## src/common/rob_pkg.sv

```systemverilog
// reorder buffer shared definitions
// widths, slot index and tag types
// dispatch, completion, head view and commit records
package rob_pkg;

	localparam int ROB_DEPTH = 8; // entries per thread, power of two
	localparam int INDEX_BITS = $clog2(ROB_DEPTH);
	localparam int PC_BITS = 64;
	localparam int ARN_BITS = 5; // architectural register number
	localparam int PRN_BITS = 6; // physical register number, 64 entry prf

	typedef logic [INDEX_BITS-1:0] rob_index_t;

	typedef struct packed {
		logic thread;
		rob_index_t index;
	} rob_tag_t;

	typedef struct packed {
		logic [PC_BITS-1:0] pc;
		logic [ARN_BITS-1:0] arn_dest;
		logic [PRN_BITS-1:0] prn_dest;
		logic is_branch;
	} rob_entry_t;

	// up to two instructions of one thread per cycle
	typedef struct packed {
		logic thread;
		logic valid_0;
		logic valid_1; // only together with valid_0
		rob_entry_t entry_0;
		rob_entry_t entry_1;
	} dispatch_t;

	typedef struct packed {
		logic valid;
		rob_tag_t tag;
		logic mispredict;
		logic [PC_BITS-1:0] target_pc;
	} complete_t;

	// one slot as seen by the commit logic
	typedef struct packed {
		logic ready; // occupied and done
		rob_entry_t entry;
		logic mispredict;
		logic [PC_BITS-1:0] target_pc;
	} head_slot_t;

	typedef struct packed {
		head_slot_t head;
		head_slot_t next; // entry right behind the head
	} head_view_t;

	typedef struct packed {
		logic valid;
		logic thread;
		rob_entry_t entry;
		logic mispredict;
		logic [PC_BITS-1:0] target_pc;
	} commit_t;

endpackage

```

## src/rob/rob_thread_queue.sv

```systemverilog
`timescale 1ns/1ps
// per-thread reorder buffer queue
// entry storage with done, mispredict and target pc per slot
// head/tail pointers, completion decode, dispatch tags,
// squash recovery and full flag
module rob_thread_queue #(
	parameter logic THREAD_ID = 1'b0
)(
	input logic clock,
	input logic reset,
	input rob_pkg::dispatch_t dispatch,
	input logic squash_any,
	input rob_pkg::complete_t complete_a,
	input rob_pkg::complete_t complete_b,
	input logic [1:0] retire_count,
	input logic squash,
	output rob_pkg::head_view_t head_view,
	output rob_pkg::rob_tag_t tag_0,
	output rob_pkg::rob_tag_t tag_1,
	output logic full
);

	rob_pkg::rob_index_t head;
	rob_pkg::rob_index_t tail;
	rob_pkg::rob_index_t head_plus1;
	rob_pkg::rob_index_t tail_plus1;
	rob_pkg::rob_index_t tail_plus2;
	rob_pkg::rob_index_t next_head;
	rob_pkg::rob_index_t used; // occupied slots

	logic [rob_pkg::ROB_DEPTH-1:0] done;
	logic [rob_pkg::ROB_DEPTH-1:0] mispredict_mem;
	rob_pkg::rob_entry_t entry_mem [rob_pkg::ROB_DEPTH];
	logic [rob_pkg::PC_BITS-1:0] target_mem [rob_pkg::ROB_DEPTH];

	logic accept;
	logic write_0;
	logic write_1;
	logic [1:0] dispatch_count;
	logic hit_a;
	logic hit_b;
	logic retire_head;
	logic retire_next;

	assign head_plus1 = head + rob_pkg::rob_index_t'(1);
	assign tail_plus1 = tail + rob_pkg::rob_index_t'(1);
	assign tail_plus2 = tail + rob_pkg::rob_index_t'(2);
	assign next_head = head + rob_pkg::rob_index_t'(retire_count);
	assign used = tail - head;

	// one slot always stays empty so head == tail means empty
	assign full = (tail_plus1 == head) || (tail_plus2 == head);

	// no dispatch while a squash is being applied
	assign accept = (dispatch.thread == THREAD_ID) && !full && !squash_any;
	assign write_0 = accept && dispatch.valid_0;
	assign write_1 = accept && dispatch.valid_1;
	assign dispatch_count = {1'b0, write_0} + {1'b0, write_1};

	assign hit_a = complete_a.valid && (complete_a.tag.thread == THREAD_ID);
	assign hit_b = complete_b.valid && (complete_b.tag.thread == THREAD_ID);

	assign retire_head = |retire_count;
	assign retire_next = retire_count[1];

	always_ff @(posedge clock)
	begin
		if (reset)
		begin
			head <= '0;
			tail <= '0;
		end
		else
		begin
			head <= next_head;
			if (squash)
				tail <= next_head; // younger entries are gone
			else
				tail <= tail + rob_pkg::rob_index_t'(dispatch_count);
		end
	end

	always_ff @(posedge clock)
	begin
		if (reset)
			done <= '0;
		else
		begin
			for (int i = 0; i < rob_pkg::ROB_DEPTH; i++)
			begin
				if ((write_0 && rob_pkg::rob_index_t'(i) == tail) ||
					(write_1 && rob_pkg::rob_index_t'(i) == tail_plus1))
					done[i] <= 1'b0; // new entry, not executed yet
				else if (hit_a && complete_a.tag.index == rob_pkg::rob_index_t'(i))
					done[i] <= 1'b1;
				else if (hit_b && complete_b.tag.index == rob_pkg::rob_index_t'(i))
					done[i] <= 1'b1;
				else if ((retire_head && rob_pkg::rob_index_t'(i) == head) ||
					(retire_next && rob_pkg::rob_index_t'(i) == head_plus1))
					done[i] <= 1'b0;
			end
		end
	end

	// payload, port a written last so it wins on a shared tag
	always_ff @(posedge clock)
	begin
		if (write_0)
			entry_mem[tail] <= dispatch.entry_0;
		if (write_1)
			entry_mem[tail_plus1] <= dispatch.entry_1;
		if (hit_b)
		begin
			mispredict_mem[complete_b.tag.index] <= complete_b.mispredict;
			target_mem[complete_b.tag.index] <= complete_b.target_pc;
		end
		if (hit_a)
		begin
			mispredict_mem[complete_a.tag.index] <= complete_a.mispredict;
			target_mem[complete_a.tag.index] <= complete_a.target_pc;
		end
	end

	always_comb
	begin
		head_view.head.ready = (used != '0) && done[head];
		head_view.head.entry = entry_mem[head];
		head_view.head.mispredict = mispredict_mem[head];
		head_view.head.target_pc = target_mem[head];

		head_view.next.ready = (used > rob_pkg::rob_index_t'(1)) && done[head_plus1];
		head_view.next.entry = entry_mem[head_plus1];
		head_view.next.mispredict = mispredict_mem[head_plus1];
		head_view.next.target_pc = target_mem[head_plus1];
	end

	// tags for the slots being dispatched this cycle
	always_comb
	begin
		tag_0 = '0;
		tag_1 = '0;
		if (dispatch.valid_0)
		begin
			tag_0.thread = THREAD_ID;
			tag_0.index = tail;
		end
		if (dispatch.valid_1)
		begin
			tag_1.thread = THREAD_ID;
			tag_1.index = tail_plus1;
		end
	end

endmodule

```

## config.mk

```make
export PLATFORM = sky130hd
export DESIGN_NAME = rob_thread_queue
export DESIGN_NICKNAME = d
export VERILOG_FILES = /design/src/common/rob_pkg.sv /design/src/rob/rob_thread_queue.sv
export SDC_FILE = /design/constraint.sdc
export NUM_CORES = 2
export LEC_CHECK = 0
export BUFFER_PORTS_ARGS = -buffer_cell sky130_fd_sc_hd__buf_2
export CAP_MARGIN = 20
export CORE_MARGIN = 8
export CORE_UTILIZATION = 48
export DETAILED_ROUTE_END_ITERATION = 10
export GPL_ROUTABILITY_DRIVEN = 0
export GPL_TIMING_DRIVEN = 0
export PLACE_DENSITY = 0.67
export SLEW_MARGIN = 10
export SYNTH_ARGS = -nofsm -noshare
export SYNTH_HDL_FRONTEND = slang
export SYNTH_SLANG_ARGS = --single-unit
```

## constraint.sdc

```tcl
create_clock -name clock -period 6.5 [get_ports clock]
set_clock_uncertainty 0.2 [all_clocks]
set_input_delay 0.975 -clock clock [delete_from_list [all_inputs] [get_ports clock]]
set_output_delay 0.975 -clock clock [all_outputs]
set_load 0.02 [all_outputs]
```

**Word level (Yosys, flattened, before mapping)**

Memory sizes are Yosys's and may differ from the RTL's. A register that Yosys moved wholly into a read port is not among the register bits.
Cells that the tools add are included.

- Register bits: 22
- Memory bits (writable): 1120
- Input bits: 301
- Memories: 2

- Add/subtract/negate cells: 7
- Magnitude comparators: 7
- Eq/ne operators: 44
- Mux-type cells: 53
- Bitwise gates (word level): 3
- Reductions and logical operators: 101

Memories:

| memory | words | width | read ports | clocked after memory_dff | write ports | line | RTL |
|---|---|---|---|---|---|---|---|
| entry_mem | 8 | 76 | 2 | 1 | 2 | rob_thread_queue.sv:33 | `rob_pkg::rob_entry_t entry_mem [rob_pkg::ROB_DEPTH];` |
| target_mem | 8 | 64 | 2 | 1 | 2 | rob_thread_queue.sv:34 | `logic [rob_pkg::PC_BITS-1:0] target_mem [rob_pkg::ROB_DEPTH];` |

Operators by type and width:

| operator | count |
|---|---|
| $logic_and A1 B1 Y1 | 58 |
| $eq A3 B3 Y1 const A | 16 |
| $mux W1 | 38 |
| $reduce_bool A3 Y1 | 9 |
| $eq A2 B3 Y1 const A | 8 |
| $eq A3 B3 Y1 const B | 8 |
| $logic_not A3 Y1 | 6 |
| $reduce_or A2 Y1 | 9 |
| $logic_or A1 B1 Y1 | 17 |
| $bwmux W8 | 2 |
| $lt A3 B4 Y1 const B | 4 |
| $mux W8 | 2 |
| $mux W3 | 5 |
| $bmux W1 S3 | 4 |
| $eq A1 B3 Y1 const A | 4 |
| $eq A3 B2 Y1 const B | 4 |
| $add A3 B1 Y3 const B | 2 |
| $add A3 B2 Y3 | 2 |
| $demux W1 S3 | 2 |
| $eq A3 B1 Y1 const B | 2 |
| $eq A3 B3 Y1 | 2 |
| $ge A3 B1 Y1 const B | 2 |
| $add A3 B2 Y3 const B | 1 |
| $gt A3 B1 Y1 const B | 1 |
| other kinds (4) | 7 |

**Depth between registers and ports, before layout**

- Depth after elaboration: 10
- Depth in mapped cells: 17
- Gate-level depth less buffers: 12

**Worst setup path before layout**

No wires, ideal clock.

- Path type: in2reg
- From: input port complete_b[68] (netlist name)
- To: memory target_mem[3][0] (netlist name) (enable)
- Setup time: 0.510 ns
- Data arrival time: 4.665 ns
- Required time: 5.790 ns
- Slack: 1.125 ns
- Stages on the path: 2
- Buffers on the path: 0
- Cell sequence: or3b_2 > o22ai_1

RTL lines:

| element | line | RTL |
|---|---|---|
| from (decl) | rob_thread_queue.sv:14 | `input rob_pkg::complete_t complete_b,` |
| to (decl) | rob_thread_queue.sv:34 |  |

==> run metrics <==
post-route minimum period=approximately 6400 ps; result of the run=complete, no violations; internal portion of total power=between 10 and 15 mW; x dimension of the die=a little under 400 um; setup slack after placement=-1580 ps; Crit Path Max Fanout=19; Pleak=about 26 nW; CTS clock-pin slew for the worst setup and hold paths=~50 ps; Inst Count DP=roughly 6.3k; main flop type after synthesis=sky130_fd_sc_hd__edfxtp_1; class of the most critical setup path=flop to primary output; number of nets with antenna violations after detailed routing=0; share of the yosys chip area belonging to registers=0.519; number of port buffers=between 500 and 600; half-perimeter wire length after detailed placement=approximately 150,000 um; transition at the pin with the smallest max-transition slack=~1100 ps; path class of the lowest-slack min-delay path=input pin to flop; cell area after technology mapping=~66,000 sq um; DRT Pass-1 Iters=5; final cell utilization of the core=0.562; remaining routing DRC violations=0; root buffer selected by CTS=sky130_fd_sc_hd__clkbuf_16; number of nets in the finished design=5,004; clock latency on the worst-skew pair=between 700 and 800 ps; share of the clock period used by the worst path=0.991; asr flop ratio synth=0; number of global-route vias before repair=about 43k; dpl cell area=around 72,000 sq um; Floorplan Core Area=136,000 sq um; worst hold-check slack=277 ps; violation count after the first detailed-routing iteration=between 4k and 5k; leading cell type in the layout, fill and taps excluded=sky130_fd_sc_hd__edfxtp_1; most used cells in the layout excluding fill and tap cells=1,120 x sky130_fd_sc_hd__edfxtp_1, 1,087 x sky130_fd_sc_hd__mux2_2, 702 x sky130_fd_sc_hd__buf_2, 568 x sky130_fd_sc_hd__mux4_2, 440 x sky130_fd_sc_hd__nand2_1; H-tree lvl count=4; number of max-cap violations=0; antenna violations before repair=104; final instance area=around 76,000 sq um; share of total power consumed by net switching=0.309; cell count after synthesis=roughly 3.9k; overall power=between 20 and 25 mW; Max Transition Viols Final=0; number of clock sinks seen by CTS=roughly 1.1k; PD cells=about 280 nW/um^2; number of fill cells=~11k; Congestion Overflow GR=0; TritonCTS buffer count=approximately 130; detailed-route vias per instance=6.39; post-layout worst setup margin=roughly 56 ps; setup TNS=0 ps; number of hold violations in the final report=0; full die area=between 100,000 and 150,000 sq um; Critical R2R Capture=entry_mem[2][48]; standard-cell rows=roughly 140; average detailed-routed wire length per instance=~34 um; highest ir drop seen on vdd=between 200 and 250 uV; maximum clock frequency=155 MHz; synthesis-stage register bit count=1,142; TritonCTS clock tree=built; Initial Utilization=0.484; Slew Limit Headroom=0.244; maximum root-to-sink buffer count=3; sequential group share of total power=0.394; clock group share of total power=0.333; endpoint of the worst setup timing path=head_view[8]; first-pass GRT wire length=roughly 310,000 um; Netlist cell types=49; proportion of power drawn by combinational gates=0.273; setup repair after global routing missed its margin=no; endpoint kind of the worst setup timing path=primary output; required time of the critical path=approximately 5300 ps; fraction of final layout cells sized beyond drive strength 1=0.557; R2R cell count=12; number of enable flip-flop cells after synthesis=roughly 1.1k; vertical die dimension=386 um; total routing resource utilization after global routing=0.296; Syn. warnings=0; minimum setup slack among reg-to-reg paths=between 1000 and 1500 ps; launching point of the worst reg2reg path=head[1]; Top Ports=a little under 600; vias=42.3k; number of hold-repair buffers added at the cts stage=0; Psw=roughly 6.7 mW; area added between synthesis and finish=16.2%; data arrival at the endpoint of the critical path=between 5000 and 6000 ps; Finished Layout Cells=between 6k and 7k; Setup crit start kind=flop; maximum number of pins on one net before global-route repair=42; start point of the critical path=head[0]; wire length reported by the detailed router=roughly 230,000 um; mean post-synth cell area=about 17 sq um; final setup violation count=0
## cell type report
class                      count  area [sq um]  share of cell area
clock buffer                 173          3610              0.0473
antenna                       74           185             0.00243
tap                         1781          2230              0.0292
timing repair buffer         641          4010              0.0525
sequential                  1142         34100               0.447
clock inverter                52           439             0.00576
inverter                      10          40.0            0.000525
buffer                       305          1490              0.0196
multi-input combinational   2444         30200               0.396
## per-layer routing
metal / vias up / track usage / routed length (um)
met5: - / 0 / 343
met4: 54 / 0.119 / 9060
met3: 438 / 0.0891 / 23400
met2: 2185 / 0.484 / 109000
met1: 22000 / 0.369 / 83700
li1: 17600 / - / -
## how the worst min path moves through the flow
stage | startpoint | endpoint | slack [ps] | cells after the start
after floorplan | done[2] | done[2] | 260 | 2
after global placement | done[2] | done[2] | 310 | 2
after detailed placement | done[2] | done[2] | 310 | 2
after CTS | squash | tail[2] | 230 | 2
after global routing | squash | tail[1] | 260 | 2
final | squash | tail[2] | 280 | 2
## worst max-delay path, stage by stage (launching register included)
cell,delay [ps]
sky130_fd_sc_hd__dfxtp_1,480
sky130_fd_sc_hd__buf_2,420
sky130_fd_sc_hd__buf_4,400
sky130_fd_sc_hd__clkbuf_8,380
sky130_fd_sc_hd__inv_1,130
sky130_fd_sc_hd__ha_1,310
sky130_fd_sc_hd__buf_2,230
sky130_fd_sc_hd__clkbuf_1,430
sky130_fd_sc_hd__buf_1,780
sky130_fd_sc_hd__mux4_2,420
sky130_fd_sc_hd__mux2_2,330
sky130_fd_sc_hd__buf_2,180
## power by group through the flow
stage	Combinational (mW)	Clock [mW]	Sequential [mW]
2_1_floorplan	3.64	0	8.61
3_3_place_gp	5.76	0	8.67
3_5_place_dp	5.87	0	8.66
4_1_cts	5.90	7.27	8.50
5_1_grt	6.20	7.52	8.53
6_report	5.89	7.20	8.51
## synth_stat cells, drive strengths merged (2+ instances only)
library cell | instances | share of area
a31oi | 2 | 0.00019
ha | 22 | 0.0042
dfxtp | 22 | 0.0067
or3 | 2 | 0.00019
and2 | 9 | 0.00086
nand4 | 2 | 0.00019
xnor2 | 2 | 0.00027
nand3b | 6 | 0.00069
nor2b | 6 | 0.00057
mux4 | 568 | 0.19
mux2i | 10 | 0.0015
o211ai | 3 | 0.00034
a31o | 9 | 0.0012
o21ai | 6 | 0.00046
a21oi | 7 | 0.00053
inv | 10 | 0.00057
a311oi | 2 | 0.00027
fa | 3 | 0.00091
a22o | 8 | 0.0011
nor4 | 4 | 0.0012
clkbuf | 98 | 0.0056
nor3 | 3 | 0.00038
nand3 | 7 | 0.00053
nor4b | 3 | 0.0011
nor3b | 4 | 0.00046
o22ai | 2 | 0.00019
o211a | 2 | 0.00030
mux2 | 1261 | 0.22
edfxtp | 1120 | 0.51
nand2 | 443 | 0.025
nand2b | 6 | 0.00057
or2 | 3 | 0.00029
buf | 210 | 0.017
xor2 | 5 | 0.00067
nor2 | 20 | 0.0011
a211oi | 8 | 0.00091
## cell families (layout without fill, tap and decap cells)
kind of cell / Yosys count / after routing / share of synthesized area
multiplexers: 1839 / 1839 / 0.413
buffers and inverters: 318 / 1181 / 0.0227
flip-flops: 1142 / 1142 / 0.519
other: 1 / 76 / 0.0000571
AND/OR/NAND/NOR: 520 / 520 / 0.0337
AO/OA/AOI/OAI: 51 / 51 / 0.00576
XOR/XNOR: 7 / 7 / 0.000934
adder cells (fa/ha/maj): 25 / 25 / 0.00511
## what timing repair did
action,CTS,global route
setup buffers,0,0
resized for setup,19,0
setup endpoints to repair,312,0
hold endpoints to repair,0,0
## sequential cells by signal, indices dropped and copies added, names as in the netlist
signal,cells
entry_mem,608
target_mem,512
done,8
mispredict_mem,8
head,3
tail,3
No activity file was read; power rests on OpenSTA's default activity.
