File: src/common/rob_pkg.sv
// reorder buffer shared definitions
// widths, slot index and tag types
// dispatch, completion, head view and commit records
package rob_pkg;

	localparam int ROB_DEPTH = 8; // entries per thread, power of two
	localparam int INDEX_BITS = $clog2(ROB_DEPTH);
	localparam int PC_BITS = 64;
	localparam int ARN_BITS = 5; // architectural register number
	localparam int PRN_BITS = 6; // physical register number, 64 entry prf

	typedef logic [INDEX_BITS-1:0] rob_index_t;

	typedef struct packed {
		logic thread;
		rob_index_t index;
	} rob_tag_t;

	typedef struct packed {
		logic [PC_BITS-1:0] pc;
		logic [ARN_BITS-1:0] arn_dest;
		logic [PRN_BITS-1:0] prn_dest;
		logic is_branch;
	} rob_entry_t;

	// up to two instructions of one thread per cycle
	typedef struct packed {
		logic thread;
		logic valid_0;
		logic valid_1; // only together with valid_0
		rob_entry_t entry_0;
		rob_entry_t entry_1;
	} dispatch_t;

	typedef struct packed {
		logic valid;
		rob_tag_t tag;
		logic mispredict;
		logic [PC_BITS-1:0] target_pc;
	} complete_t;

	// one slot as seen by the commit logic
	typedef struct packed {
		logic ready; // occupied and done
		rob_entry_t entry;
		logic mispredict;
		logic [PC_BITS-1:0] target_pc;
	} head_slot_t;

	typedef struct packed {
		head_slot_t head;
		head_slot_t next; // entry right behind the head
	} head_view_t;

	typedef struct packed {
		logic valid;
		logic thread;
		rob_entry_t entry;
		logic mispredict;
		logic [PC_BITS-1:0] target_pc;
	} commit_t;

endpackage

File: src/rob/rob_commit_select.sv
`timescale 1ns/1ps
// commit selection for the two-thread reorder buffer
// picks up to two retirements from the thread heads,
// counts retirements per thread and raises squash on a mispredict
module rob_commit_select (
	input rob_pkg::head_view_t head_t0,
	input rob_pkg::head_view_t head_t1,
	output rob_pkg::commit_t commit_0,
	output rob_pkg::commit_t commit_1,
	output logic [1:0] retire_t0,
	output logic [1:0] retire_t1,
	output logic squash_t0,
	output logic squash_t1,
	output logic squash_any
);

	rob_pkg::head_slot_t same_next; // entry behind commit_0 in its thread
	logic bad_0; // commit_0 is a mispredicted branch
	logic bad_1;
	logic t0_on_0;
	logic t0_on_1;
	logic t1_on_0;
	logic t1_on_1;

	function automatic rob_pkg::commit_t to_commit(input rob_pkg::head_slot_t slot,
		input logic thread);
		rob_pkg::commit_t c;
		c.valid = 1'b1;
		c.thread = thread;
		c.entry = slot.entry;
		c.mispredict = slot.mispredict;
		c.target_pc = slot.target_pc;
		return c;
	endfunction

	always_comb
	begin
		commit_0 = '0;
		commit_1 = '0;

		// thread 0 has priority for the first port
		if (head_t0.head.ready)
			commit_0 = to_commit(head_t0.head, 1'b0);
		else if (head_t1.head.ready)
			commit_0 = to_commit(head_t1.head, 1'b1);

		bad_0 = commit_0.valid && commit_0.entry.is_branch && commit_0.mispredict;
		same_next = commit_0.thread ? head_t1.next : head_t0.next;

		if (commit_0.valid && same_next.ready && !bad_0)
			commit_1 = to_commit(same_next, commit_0.thread);
		else if (commit_0.valid && !commit_0.thread && head_t1.head.ready)
			commit_1 = to_commit(head_t1.head, 1'b1); // other thread fills the slot

		bad_1 = commit_1.valid && commit_1.entry.is_branch && commit_1.mispredict;
	end

	assign t0_on_0 = commit_0.valid && !commit_0.thread;
	assign t0_on_1 = commit_1.valid && !commit_1.thread;
	assign t1_on_0 = commit_0.valid && commit_0.thread;
	assign t1_on_1 = commit_1.valid && commit_1.thread;

	assign retire_t0 = {1'b0, t0_on_0} + {1'b0, t0_on_1};
	assign retire_t1 = {1'b0, t1_on_0} + {1'b0, t1_on_1};

	// a retiring mispredict flushes the rest of its own thread
	assign squash_t0 = (t0_on_0 && bad_0) || (t0_on_1 && bad_1);
	assign squash_t1 = (t1_on_0 && bad_0) || (t1_on_1 && bad_1);
	assign squash_any = squash_t0 || squash_t1;

endmodule

File: config.mk
export PLATFORM = sky130hd
export DESIGN_NAME = rob_commit_select
export DESIGN_NICKNAME = d
export VERILOG_FILES = /design/src/common/rob_pkg.sv /design/src/rob/rob_commit_select.sv
export SDC_FILE = /design/constraint.sdc
export NUM_CORES = 1
export LEC_CHECK = 0
export ABC_CLOCK_PERIOD_IN_PS = 1300
export BUFFER_PORTS_ARGS = -buffer_cell sky130_fd_sc_hd__buf_2
export CAP_MARGIN = 20
export CORE_AREA = 8 8 328 330
export DETAILED_ROUTE_END_ITERATION = 10
export DIE_AREA = 0 0 336 338
export REMOVE_ABC_BUFFERS = 1
export SYNTH_ARGS = -nofsm -noshare
export SYNTH_HDL_FRONTEND = slang
export SYNTH_SLANG_ARGS = --single-unit
File: constraint.sdc
create_clock -name vclk -period 1.3
set_input_delay 0.195 -clock vclk [all_inputs]
set_output_delay 0.195 -clock vclk [all_outputs]
set_load 0.02 [all_outputs]
Word level (Yosys, flattened, before mapping)
Index checks and enable logic that the tools add are counted.

storage, ports and cells
  bits in registers = 0
  output and inout bits = 293
  logic and storage cells = 28

cells by class
  add/subtract/negate cells = 2
  multiplexer cells = 5
  reduce and logical (&&, ||, !) cells = 21

operator list
  operator              number
  two-way mux 143 bit   4
  two-way mux 142 bit   1
  logical AND 1 bit     15
  adder 1 x 1 -> 2 bit  2
  logical NOT 1 bit     3
  logical OR 1 bit      3

Logic depth before layout (Yosys ltp)
Gate-level depths: netlist (run 1).

  depth in word-level cells = 12
  mapped depth = 6
  gate-level depth less buffers = 4

Worst setup path after synthesis (run 1)
No wires, ideal clock.

  path type = input -> output
  start = input head_t1[283] in the netlist's numbering
  end = output commit_0[119] in the netlist's numbering
  arrival time = 1.287 ns
  data required time = 1.105 ns
  slack = -0.182 ns
  cell stages on the path = 6
  path buffers = 4
  cells stage by stage = buf_2 -> nor2b_4 -> buf_6 -> buf_2 -> buf_2 -> a22o_1

RTL lines
  what         line                    text
  from (decl)  rob_commit_select.sv:7  input rob_pkg::head_view_t head_t1,
  to (decl)    rob_commit_select.sv:8  output rob_pkg::commit_t commit_0,

==> summary.md, run 1 <==
| Metric | Value |
|---|---|
| Post-Layout Cell Count | ~2,900 |
| Setup violations, final | slightly below 300 |
| TNS Setup | -96.50 ns |
| Cells after DPL | 2,775 |
| Starting Density | just over 4% |
| Syn-to-layout area delta | 216.8% |
| Outcome | complete, but fails checks |
| Commonest non-fill, non-tap cells in the layout | 685 x buf_2, 163 x buf_6, 140 x a221o_1 |
| Worst setup EP type | primary output |
| Length of the first detailed-routing pass in iterations | 7 |
| Most common cell after layout, fill and taps aside | buf_2 |
| Post-DRT Antenna Nets | 0 |
| Mux cell area share after synthesis | 0% |
| Violated checks | setup timing |
| Final worst slack | -0.4621 ns |
| # rows | roughly 120 |
| Crit-path max FO | 8 |
| GP Congestion | around 1.0 |
| # DRC | 0 |
| Fmax | roughly 0.57 GHz |
| Register area | 0 um^2 |
| Share of cells above drive strength 1 | between 70 and 80% |
| Global-route wire length before repair | around 140,000 um |
| WL/cell | between 40 and 50 um |
| Fin nets | 2,019 |
| Placeable Area | 102,600 um^2 |
| 1st-iter DRT viols | 853 |
| Register area share after synthesis | 0% |
| Fin crit period | roughly 1.8 ns |
| Vias per cell | about 3.8 |
| Met3 usage | a little under a tenth |
| I/O Pins | between 800 and 900 |
| Power Dens Cells | ~480 nW/um^2 |
| Hold Path Class | in -> out |
| # port buffers | 861 |
| FILL cells | around 12,000 |
| LEAKAGE | 6.761 nW |
| Die area | 113,600 um^2 |
| Total GRT Usage | between 10% and 20% |
| Rel. slew slack | between 70% and 80% |
| Grt met1 use | 24.91% |
| Clock buffers | 0 |
| Vias in the first global route | approximately 10,000 |
| Congestion Overflow GR | 0 |
| Synth Area in Simple Gates | between 20% and 30% |
| Largest net degree at the start of global routing | 60 |
| CP required | 1.11 ns |
| Final period util | 135.5% |
| Maximum capacitance violations | 0 |
| Post-synthesis compound-gate area fraction | ~65% |
| GRT busiest layer | met2 |
| Mapped Avg Cell Area | between 7 and 8 um^2 |
| Detailed Route WL | ~120,000 um |
| Gate Count Post-Synth | 549 |
| Peak supply drop | approximately 0.15 mV |
| Post-synthesis adder-cell area fraction | 0.5974% |
| M2 GR Usage | between 20% and 30% |
| Critical Path Start Type | input port |
| Synth warn | 0 |
| Die width | ~340 um |
| Chip Height | roughly 340 um |
| Final Util | 12.93% |
| CP startpoint | head_t1[141] |
| Detailed-route via count | around 11,000 |
| Dpl hpwl | 104,200 um |
| Final Hold Violating Endpoints | 0 |
| Final Max Tran Viols | 0 |
| Kind of critical path | in -> out |
| Mapped Area | roughly 4200 um^2 |
| Hold WS | 0.7202 ns |
| Synth unique cells | 28 |
| Synth Area in XOR/XNOR | 0% |
| Worst slew pin tran | around 0.40 ns |
| Largest family of logic cells by synthesized area | compound AO/OA/AOI/OAI gates |
| Initial antenna violation count | 166 |
| Seq cells | 0 |
| RSZ-0062 raised after global routing | yes |
| Final Power | approximately 6.4 mW |
| Arr. time, crit path | roughly 1.6 ns |
| Min-delay src | head_t0[0] |
| Multi-input logic area | approximately 3900 um^2 |
-- metal layers --
metal,share of wire (%),vias up
li1,-,4294
met1,42,5148
met2,42,1006
met3,14,258
met4,2.4,50
met5,0.28,-
-- cells in the mapped netlist --
cell type | count | share of area, %
and3_1 | 141 | 21
a221o_1 | 140 | 33
a22o_1 | 139 | 29
clkbuf_1 | 45 | 4.0
buf_2 | 36 | 4.3
buf_4 | 12 | 2.2
nand2_1 | 8 | 0.72
nor2_1 | 3 | 0.27
o21ai_0 | 3 | 0.36
a21boi_2 | 2 | 0.54
buf_6 | 2 | 0.54
ha_1 | 2 | 0.60
a211o_1 | 1 | 0.21
a21oi_1 | 1 | 0.12
a21oi_4 | 1 | 0.39
a32oi_1 | 1 | 0.21
inv_1 | 1 | 0.090
nand2_2 | 1 | 0.15
nand2b_1 | 1 | 0.15
nand4_1 | 1 | 0.15
nor2_2 | 1 | 0.15
nor2b_1 | 1 | 0.15
nor2b_4 | 1 | 0.33
nor3_1 | 1 | 0.12
nor3b_1 | 1 | 0.18
o21a_1 | 1 | 0.18
o221ai_1 | 1 | 0.21
or2_2 | 1 | 0.15
-- critical path, cell delays in order --
cell and delay [ns]:
buf_6 0.09, a21boi_4 0.15, buf_12 0.13, buf_16 0.16, buf_16 0.18, and3_4 0.15, a221o_1 0.30, buf_12 0.16
-- where the power goes --
group,leakage [nW],switching [mW],total [mW],internal [mW]
sequential,0,0,0,0
clock,0.000216,0,0.00000287,0.00000287
combinational,6.76,3.58,6.39,2.81
total,6.76,3.58,6.39,2.81
-- path summary, 6_finish.rpt --
path,end,slack [ns],cells past startpoint
worst max-delay path,commit_1[74],-0.46,8
worst min-delay path,commit_1[0],0.72,3
-- stage by stage --
| stage | setup slack (ns) | area, um^2 |
|---|---|---|
| 5_1_grt | -0.4993 | 13210 |
| 3_3_place_gp | -0.6920 | 10850 |
| 2_1_floorplan | -2.480 | 3727 |
| 4_1_cts | -0.4903 | 12200 |
| 6_report | -0.4621 | 13270 |
| 3_5_place_dp | -0.6624 | 10850 |
-- layout make-up --
type               instances  area share, %
diodes                    35         0.6601
inverters                  1        0.02829
multi-input cells        453          29.73
well taps               1380          13.01
repair buffers           993          56.57
-- cell families (layout without fill, tap and decap cells) --
kind of cell               Yosys count  after routing
and+or+nand+nor                    161            161
other                                0             35
buffers and inverters               96            994
AOI/OAI and AO/OA                  290            290
adders and majority gates            2              2
-- what timing repair did --
item | CTS | global route
setup endpoints to repair | 290 | 290
setup buffers | 12 | 19
resized for setup | 234 | 222
gates cloned | 15 | 10
hold buffers | 0 | 0
pin swaps | 17 | 27
No activity file was read; power rests on OpenSTA's default activity.
==> inputs of run 2 (changes only) <==
--- a/config.mk
+++ b/config.mk
@@ -8,9 +8,9 @@
 export ABC_CLOCK_PERIOD_IN_PS = 1300
 export BUFFER_PORTS_ARGS = -buffer_cell sky130_fd_sc_hd__buf_2
 export CAP_MARGIN = 20
-export CORE_AREA = 8 8 328 330
+export CORE_AREA = 2 2 331 333
 export DETAILED_ROUTE_END_ITERATION = 10
-export DIE_AREA = 0 0 336 338
+export DIE_AREA = 0 0 333 335
 export REMOVE_ABC_BUFFERS = 1
 export SYNTH_ARGS = -nofsm -noshare
 export SYNTH_HDL_FRONTEND = slang
==> summary.md, run 2 (same netlist as run 1, synthesis figures left out) <==
| Metric | Value |
|---|---|
| Hold WS | 0.7028 ns (was 0.7202 ns) |
| Vias in the first global route | 9,906 (was 10,420) |
| CP required | 1.11 ns (about the same) |
| Global-route wire length before repair | 127,300 um (was 137,800 um) |
| Hold Path Class | in -> out (unchanged) |
| Fin nets | 2,066 (was 2,019) |
| Detailed-route via count | 11,170 (was 10,760) |
| Largest net degree at the start of global routing | 52 (was 60) |
| Setup WS pre-CTS | -0.6149 ns (was -0.6624 ns) |
| Rel. slew slack | 77.74% (was 73.12%) |
| Post-route cell area | 15,110 um^2 (was 13,270 um^2) |
| Critical Path Max Stage Delay | 0.33 ns (was 0.30 ns) |
| Switching part of the total power | 52.56% (was 56.01%) |
| # port buffers | 861 (unchanged) |
| Most common cell after layout, fill and taps aside | buf_2 (unchanged) |
| Crit-path max FO | 6 (was 8) |
| Crit-path slowest cell | a221o_1 (unchanged) |
| Register area | 0 um^2 (unchanged) |
| Starting Density | 3.875% (was 4.082%) |
| Final Hold Violating Endpoints | 0 (unchanged) |
| Peak supply drop | 0.1828 mV (was 0.1470 mV) |
| Worst setup EP type | primary output (unchanged) |
| Total GRT Usage | 18.18% (was 19.12%) |
| Outcome | complete, but fails checks (unchanged) |
| Critical Path Start Type | input port (unchanged) |
| Worst slew pin tran | 0.3340 ns (was 0.4032 ns) |
| CP cell instances | buf_6, nor2b_4, buf_12, buf_16, buf_12, and3_4, a221o_1, buf_6 (was buf_6, a21boi_4, buf_12, buf_16, buf_16, and3_4, a221o_1, buf_12) |
| Die area | 111,600 um^2 (was 113,600 um^2) |
| Die width | 333 um (was 336 um) |
| # rows | 121 (was 118) |
| Arr. time, crit path | 1.56 ns (was 1.57 ns) |
| Share of cells above drive strength 1 | 77.98% (was 71.87%) |
| Fmax | 0.5690 GHz (was 0.5675 GHz) |
| Power Dens Cells | 464.7 nW/um^2 (was 481.6 nW/um^2) |
| Final period util | 135.2% (was 135.5%) |
| RSZ-0062 raised after global routing | yes (unchanged) |
| Maximum capacitance violations | 0 (unchanged) |
| Combinational group share of total power | 100.0% (about the same) |
| 1st-iter DRT viols | 779 (was 853) |
| Sw power | 3.692 mW (was 3.579 mW) |
| Post-DRT Antenna Nets | 0 (unchanged) |
| Post-CTS Hold Fix Bufs | 0 (unchanged) |
| Reg power frac | 0% (about the same) |
| Final worst slack | -0.4576 ns (was -0.4621 ns) |
| Chip Height | 335 um (was 338 um) |
| Initial antenna violation count | 178 (was 166) |
| Vias per cell | 3.786 (was 3.758) |
| Seq cells | 0 (unchanged) |
| Placed inst area | 11,070 um^2 (was 10,850 um^2) |
| WL/cell | 38.81 um (was 41.59 um) |
| Commonest non-fill, non-tap cells in the layout | 591 x buf_2, 258 x buf_6, 140 x a221o_1 (was 685 x buf_2, 163 x buf_6, 140 x a221o_1) |
| Syn-to-layout area delta | 260.8% (was 216.8%) |
| Kind of critical path | in -> out (unchanged) |
| I/O Pins | 861 (unchanged) |
| GP Congestion | 1.061 (was 1.018) |
| Setup violations, final | 290 (was 289) |
| LEAKAGE | 7.202 nW (was 6.761 nW) |
| Violated checks | setup timing (unchanged) |
| Final Max Tran Viols | 0 (unchanged) |
| Dpl hpwl | 97,180 um (was 104,200 um) |
| Detailed Route WL | 114,500 um (was 119,000 um) |
| Clock buffers | 0 (unchanged) |
| Length of the first detailed-routing pass in iterations | 6 (was 7) |
| Placeable Area | 108,100 um^2 (was 102,600 um^2) |
| Internal | 3.332 mW (was 2.811 mW) |
| Congestion Overflow GR | 0 (unchanged) |
| Fin crit period | 1.758 ns (was 1.762 ns) |
| # DRC | 0 (unchanged) |
| Clock power share | 0% (about the same) |
## run 2: cell count changes in the layout (fill, tap and decap cells not counted), moves of 3 or more
cell	delta
buf_6	+95
buf_2	-94
and3_4	+68
and3_1	-64
clkbuf_16	+16
buf_12	+14
buf_8	+13
buf_4	+11
a22o_1	-8
a22o_4	+8
diode_2	+8
and3_2	-4
buf_16	-4
bufbuf_16	-3
## run 2: routing by layer
layer | vias up | global-route usage, % | routed length [um]
li1 | 4406 | - | -
met1 | 5251 | 22.88 | 47530
met2 | 1147 | 28.11 | 48540
met3 | 323 | 9.148 | 14270
met4 | 46 | 2.349 | 3553
met5 | - | 1.824 | 626
## run 2: critical path: cells and delay by family
kind / cells / cell delay, ns
and+or+nand+nor: 2 / 0.28
AOI/OAI and AO/OA: 1 / 0.33
buffers and inverters: 5 / 0.72
## run 2: power groups by stage
stage               clock network (mW)  registers, mW  logic (mW)
floorplan                            0              0        1.95
finish                      0.00000357              0        7.02
detailed placement                   0              0        5.25
CTS                                  0              0        5.91
global route                0.00000184              0        7.33
global placement                     0              0        5.25
## run 2: final cells by class
class	instances	area, um^2
antenna	43	107.6
fill	12440	92980
inverter	1	3.754
multi-input combinational	453	4385
tap	1414	1769
timing repair buffer	1040	8848
## run 2: timing repair
| action | in CTS | in global routing |
|---|---|---|
| gates cloned | 8 | 31 |
| setup buffers | 24 | 23 |
| resized for setup | 283 | 497 |
| pin swaps | 56 | 86 |
| endpoints found under the setup margin | 292 | 293 |
## run 2: final timing paths
path | startpoint | endpoint | cells after the start
min | head_t0[270] | commit_0[128] | 4
max | head_t1[283] | commit_1[90] | 8
## run 2: metrics by stage
step,TNS [ns],cells,utilization [%],power [mW]
final,-95.17,2951,13.98,7.023
after detailed placement,-109.86,2825,10.24,5.251
after CTS,-96.94,2857,11.54,5.909
after global placement,-106.24,2825,10.24,5.248
after global routing,-105.70,2928,13.93,7.327
after floorplan,-661.34,454,-,1.947
==> inputs of run 3 (changes only) <==
--- a/config.mk
+++ b/config.mk
@@ -6,7 +6,7 @@
 export NUM_CORES = 1
 export LEC_CHECK = 0
 export ABC_CLOCK_PERIOD_IN_PS = 1300
-export BUFFER_PORTS_ARGS = -buffer_cell sky130_fd_sc_hd__buf_2
+export BUFFER_PORTS_ARGS = -buffer_cell sky130_fd_sc_hd__clkbuf_2
 export CAP_MARGIN = 20
 export CORE_AREA = 2 2 331 333
 export DETAILED_ROUTE_END_ITERATION = 10
==> summary.md, run 3 (same netlist as run 1, synthesis figures left out) <==
| Metric | Value |
|---|---|
| Wire length on met1 | 49,460 um (was 47,530 um) |
| WL/cell | 39.01 um (was 38.81 um) |
| Crit-path max FO | 10 (was 6) |
| Violated checks | setup timing (unchanged) |
| Power Dens Cells | 477.0 nW/um^2 (was 464.7 nW/um^2) |
| Global-route wire length before repair | 130,500 um (was 127,300 um) |
| Die width | 333 um (unchanged) |
| Die area | 111,600 um^2 (unchanged) |
| Multi-input logic area | 4134 um^2 (was 4385 um^2) |
| Share of cells above drive strength 1 | 74.59% (was 77.98%) |
| Commonest non-fill, non-tap cells in the layout | 624 x clkbuf_2, 140 x a221o_1, 133 x a22o_1 (was 591 x buf_2, 258 x buf_6, 140 x a221o_1) |
| Most common cell after layout, fill and taps aside | clkbuf_2 (was buf_2) |
| WHS Path Cells | 3 (was 4) |
| Post-DRT Antenna Nets | 0 (unchanged) |
| # rows | 121 (unchanged) |
| Final Hold Violating Endpoints | 0 (unchanged) |
| Detailed Route WL | 114,200 um (was 114,500 um) |
| Placeable Area | 108,100 um^2 (unchanged) |
| Outcome | complete, but fails checks (unchanged) |
| Dpl hpwl | 96,710 um (was 97,180 um) |
| RSZ-0062 raised after global routing | yes (unchanged) |
| CP cell instances | buf_8, buf_6, a21oi_4, buf_12, buf_12, a221o_1, clkbuf_8 (was buf_6, nor2b_4, buf_12, buf_16, buf_12, and3_4, a221o_1, buf_6) |
| Fmax | 0.5620 GHz (was 0.5690 GHz) |
| I/O Pins | 861 (unchanged) |
| Crit-path slowest cell | a221o_1 (unchanged) |
| Clock buffers | 0 (unchanged) |
| Starting Density | 3.875% (unchanged) |
| Maximum capacitance violations | 0 (unchanged) |
| Detailed-route via count | 10,810 (was 11,170) |
| Length of the first detailed-routing pass in iterations | 5 (was 6) |
| Routed wl met3 | 12,540 um (was 14,270 um) |
| TNS Setup | -92.09 ns (was -95.17 ns) |
| Max Used Layer | met5 (unchanged) |
| Arr. time, crit path | 1.58 ns (was 1.56 ns) |
| Final Power | 7.016 mW (was 7.023 mW) |
| Worst path most repeated cell | buf_12 |
| Worst slew pin tran | 0.4206 ns (was 0.3340 ns) |
| Hold WS | 0.7182 ns (was 0.7028 ns) |
| Critical Path Max Stage Delay | 0.29 ns (was 0.33 ns) |
| Syn-to-layout area delta | 251.1% (was 260.8%) |
| Register area | 0 um^2 (unchanged) |
| Kind of critical path | in -> out (unchanged) |
| Fin nets | 2,052 (was 2,066) |
| LEAKAGE | 7.309 nW (was 7.202 nW) |
| Min-delay src | head_t0[218] (was head_t0[270]) |
| Peak supply drop | 0.2007 mV (was 0.1828 mV) |
| Final period util | 136.9% (was 135.2%) |
| DR WL met2 | 48,600 um (was 48,540 um) |
| Largest net degree at the start of global routing | 39 (was 52) |
| Chip Height | 335 um (unchanged) |
| Vias in the first global route | 10,030 (was 9,906) |
| Final Max Tran Viols | 0 (unchanged) |
| GP Congestion | 0.9178 (was 1.061) |
| Rel. slew slack | 71.96% (was 77.74%) |
| Congestion Overflow GR | 0 (unchanged) |
| Seq cells | 0 (unchanged) |
| Setup violations, final | 291 (was 290) |
| Final worst slack | -0.4793 ns (was -0.4576 ns) |
| # DRC | 0 (unchanged) |
| Hold Path End | commit_0[76] (was commit_0[128]) |
| 1st-iter DRT viols | 760 (was 779) |
| # port buffers | 861 (unchanged) |
| Critical Path Start Type | input port (unchanged) |
| Vias per cell | 3.693 (was 3.786) |
| CP required | 1.11 ns (about the same) |
| Worst setup EP type | primary output (unchanged) |
| Initial antenna violation count | 105 (was 178) |
| Fin crit period | 1.779 ns (was 1.758 ns) |
| Total GRT Usage | 18.58% (was 18.18%) |
| FILL cells | 12,440 (unchanged) |
| Hold Path Class | in -> out (unchanged) |
run 3: power breakdown:
part | internal, mW | leakage [nW] | switching, mW | total [mW]
combinational | 3.27 | 7.31 | 3.75 | 7.02
sequential | 0 | 0 | 0 | 0
clock | 0.00000300 | 0.000201 | 0 | 0.00000300
total | 3.27 | 7.31 | 3.75 | 7.02
run 3: cell type report:
| class | instances | share of cell area (%) |
|---|---|---|
| diodes | 32 | 0.5444 |
| inverters | 1 | 0.02552 |
| multi-input cells | 453 | 28.11 |
| well taps | 1414 | 12.03 |
| repair buffers | 1026 | 59.29 |
run 3: how the worst max path moves through the flow:
stage,endpoint,start,cells past startpoint
after detailed placement,commit_1[125],head_t0[283],6
after global routing,commit_1[70],head_t0[283],8
after CTS,commit_1[56],head_t0[207],7
after floorplan,commit_1[0],head_t0[141],3
final,commit_1[95],head_t0[206],7
after global placement,commit_1[128],head_t0[283],6
run 3: stage by stage:
step / area (um^2) / setup slack, ns / instances / util, %
after floorplan: 3727 / -2.480 / 454 / -
after global placement: 11060 / -0.6465 / 2820 / 10.23
after detailed placement: 11060 / -0.6538 / 2820 / 10.23
after CTS: 13110 / -0.4544 / 2865 / 12.13
after global routing: 14670 / -0.4845 / 2909 / 13.57
final: 14710 / -0.4793 / 2926 / 13.61
run 3: worst max-delay path: cells and delay by family:
kind | cells | cell delay, ns
buffers and inverters | 5 | 0.82
AO/OA/AOI/OAI | 2 | 0.53
run 3: timing repair:
action	CTS	global route
cloned	19	17
hold buffers	0	0
buffers inserted	29	14
hold endpoints to repair	0	0
resized for setup	307	465
endpoints found under the setup margin	292	293
pin swaps	65	49
run 3: layer usage:
metal	GRT usage (%)	vias up
met5	0	-
met4	3.331	28
met3	7.356	219
met2	28.53	930
met1	24.55	5280
li1	-	4350
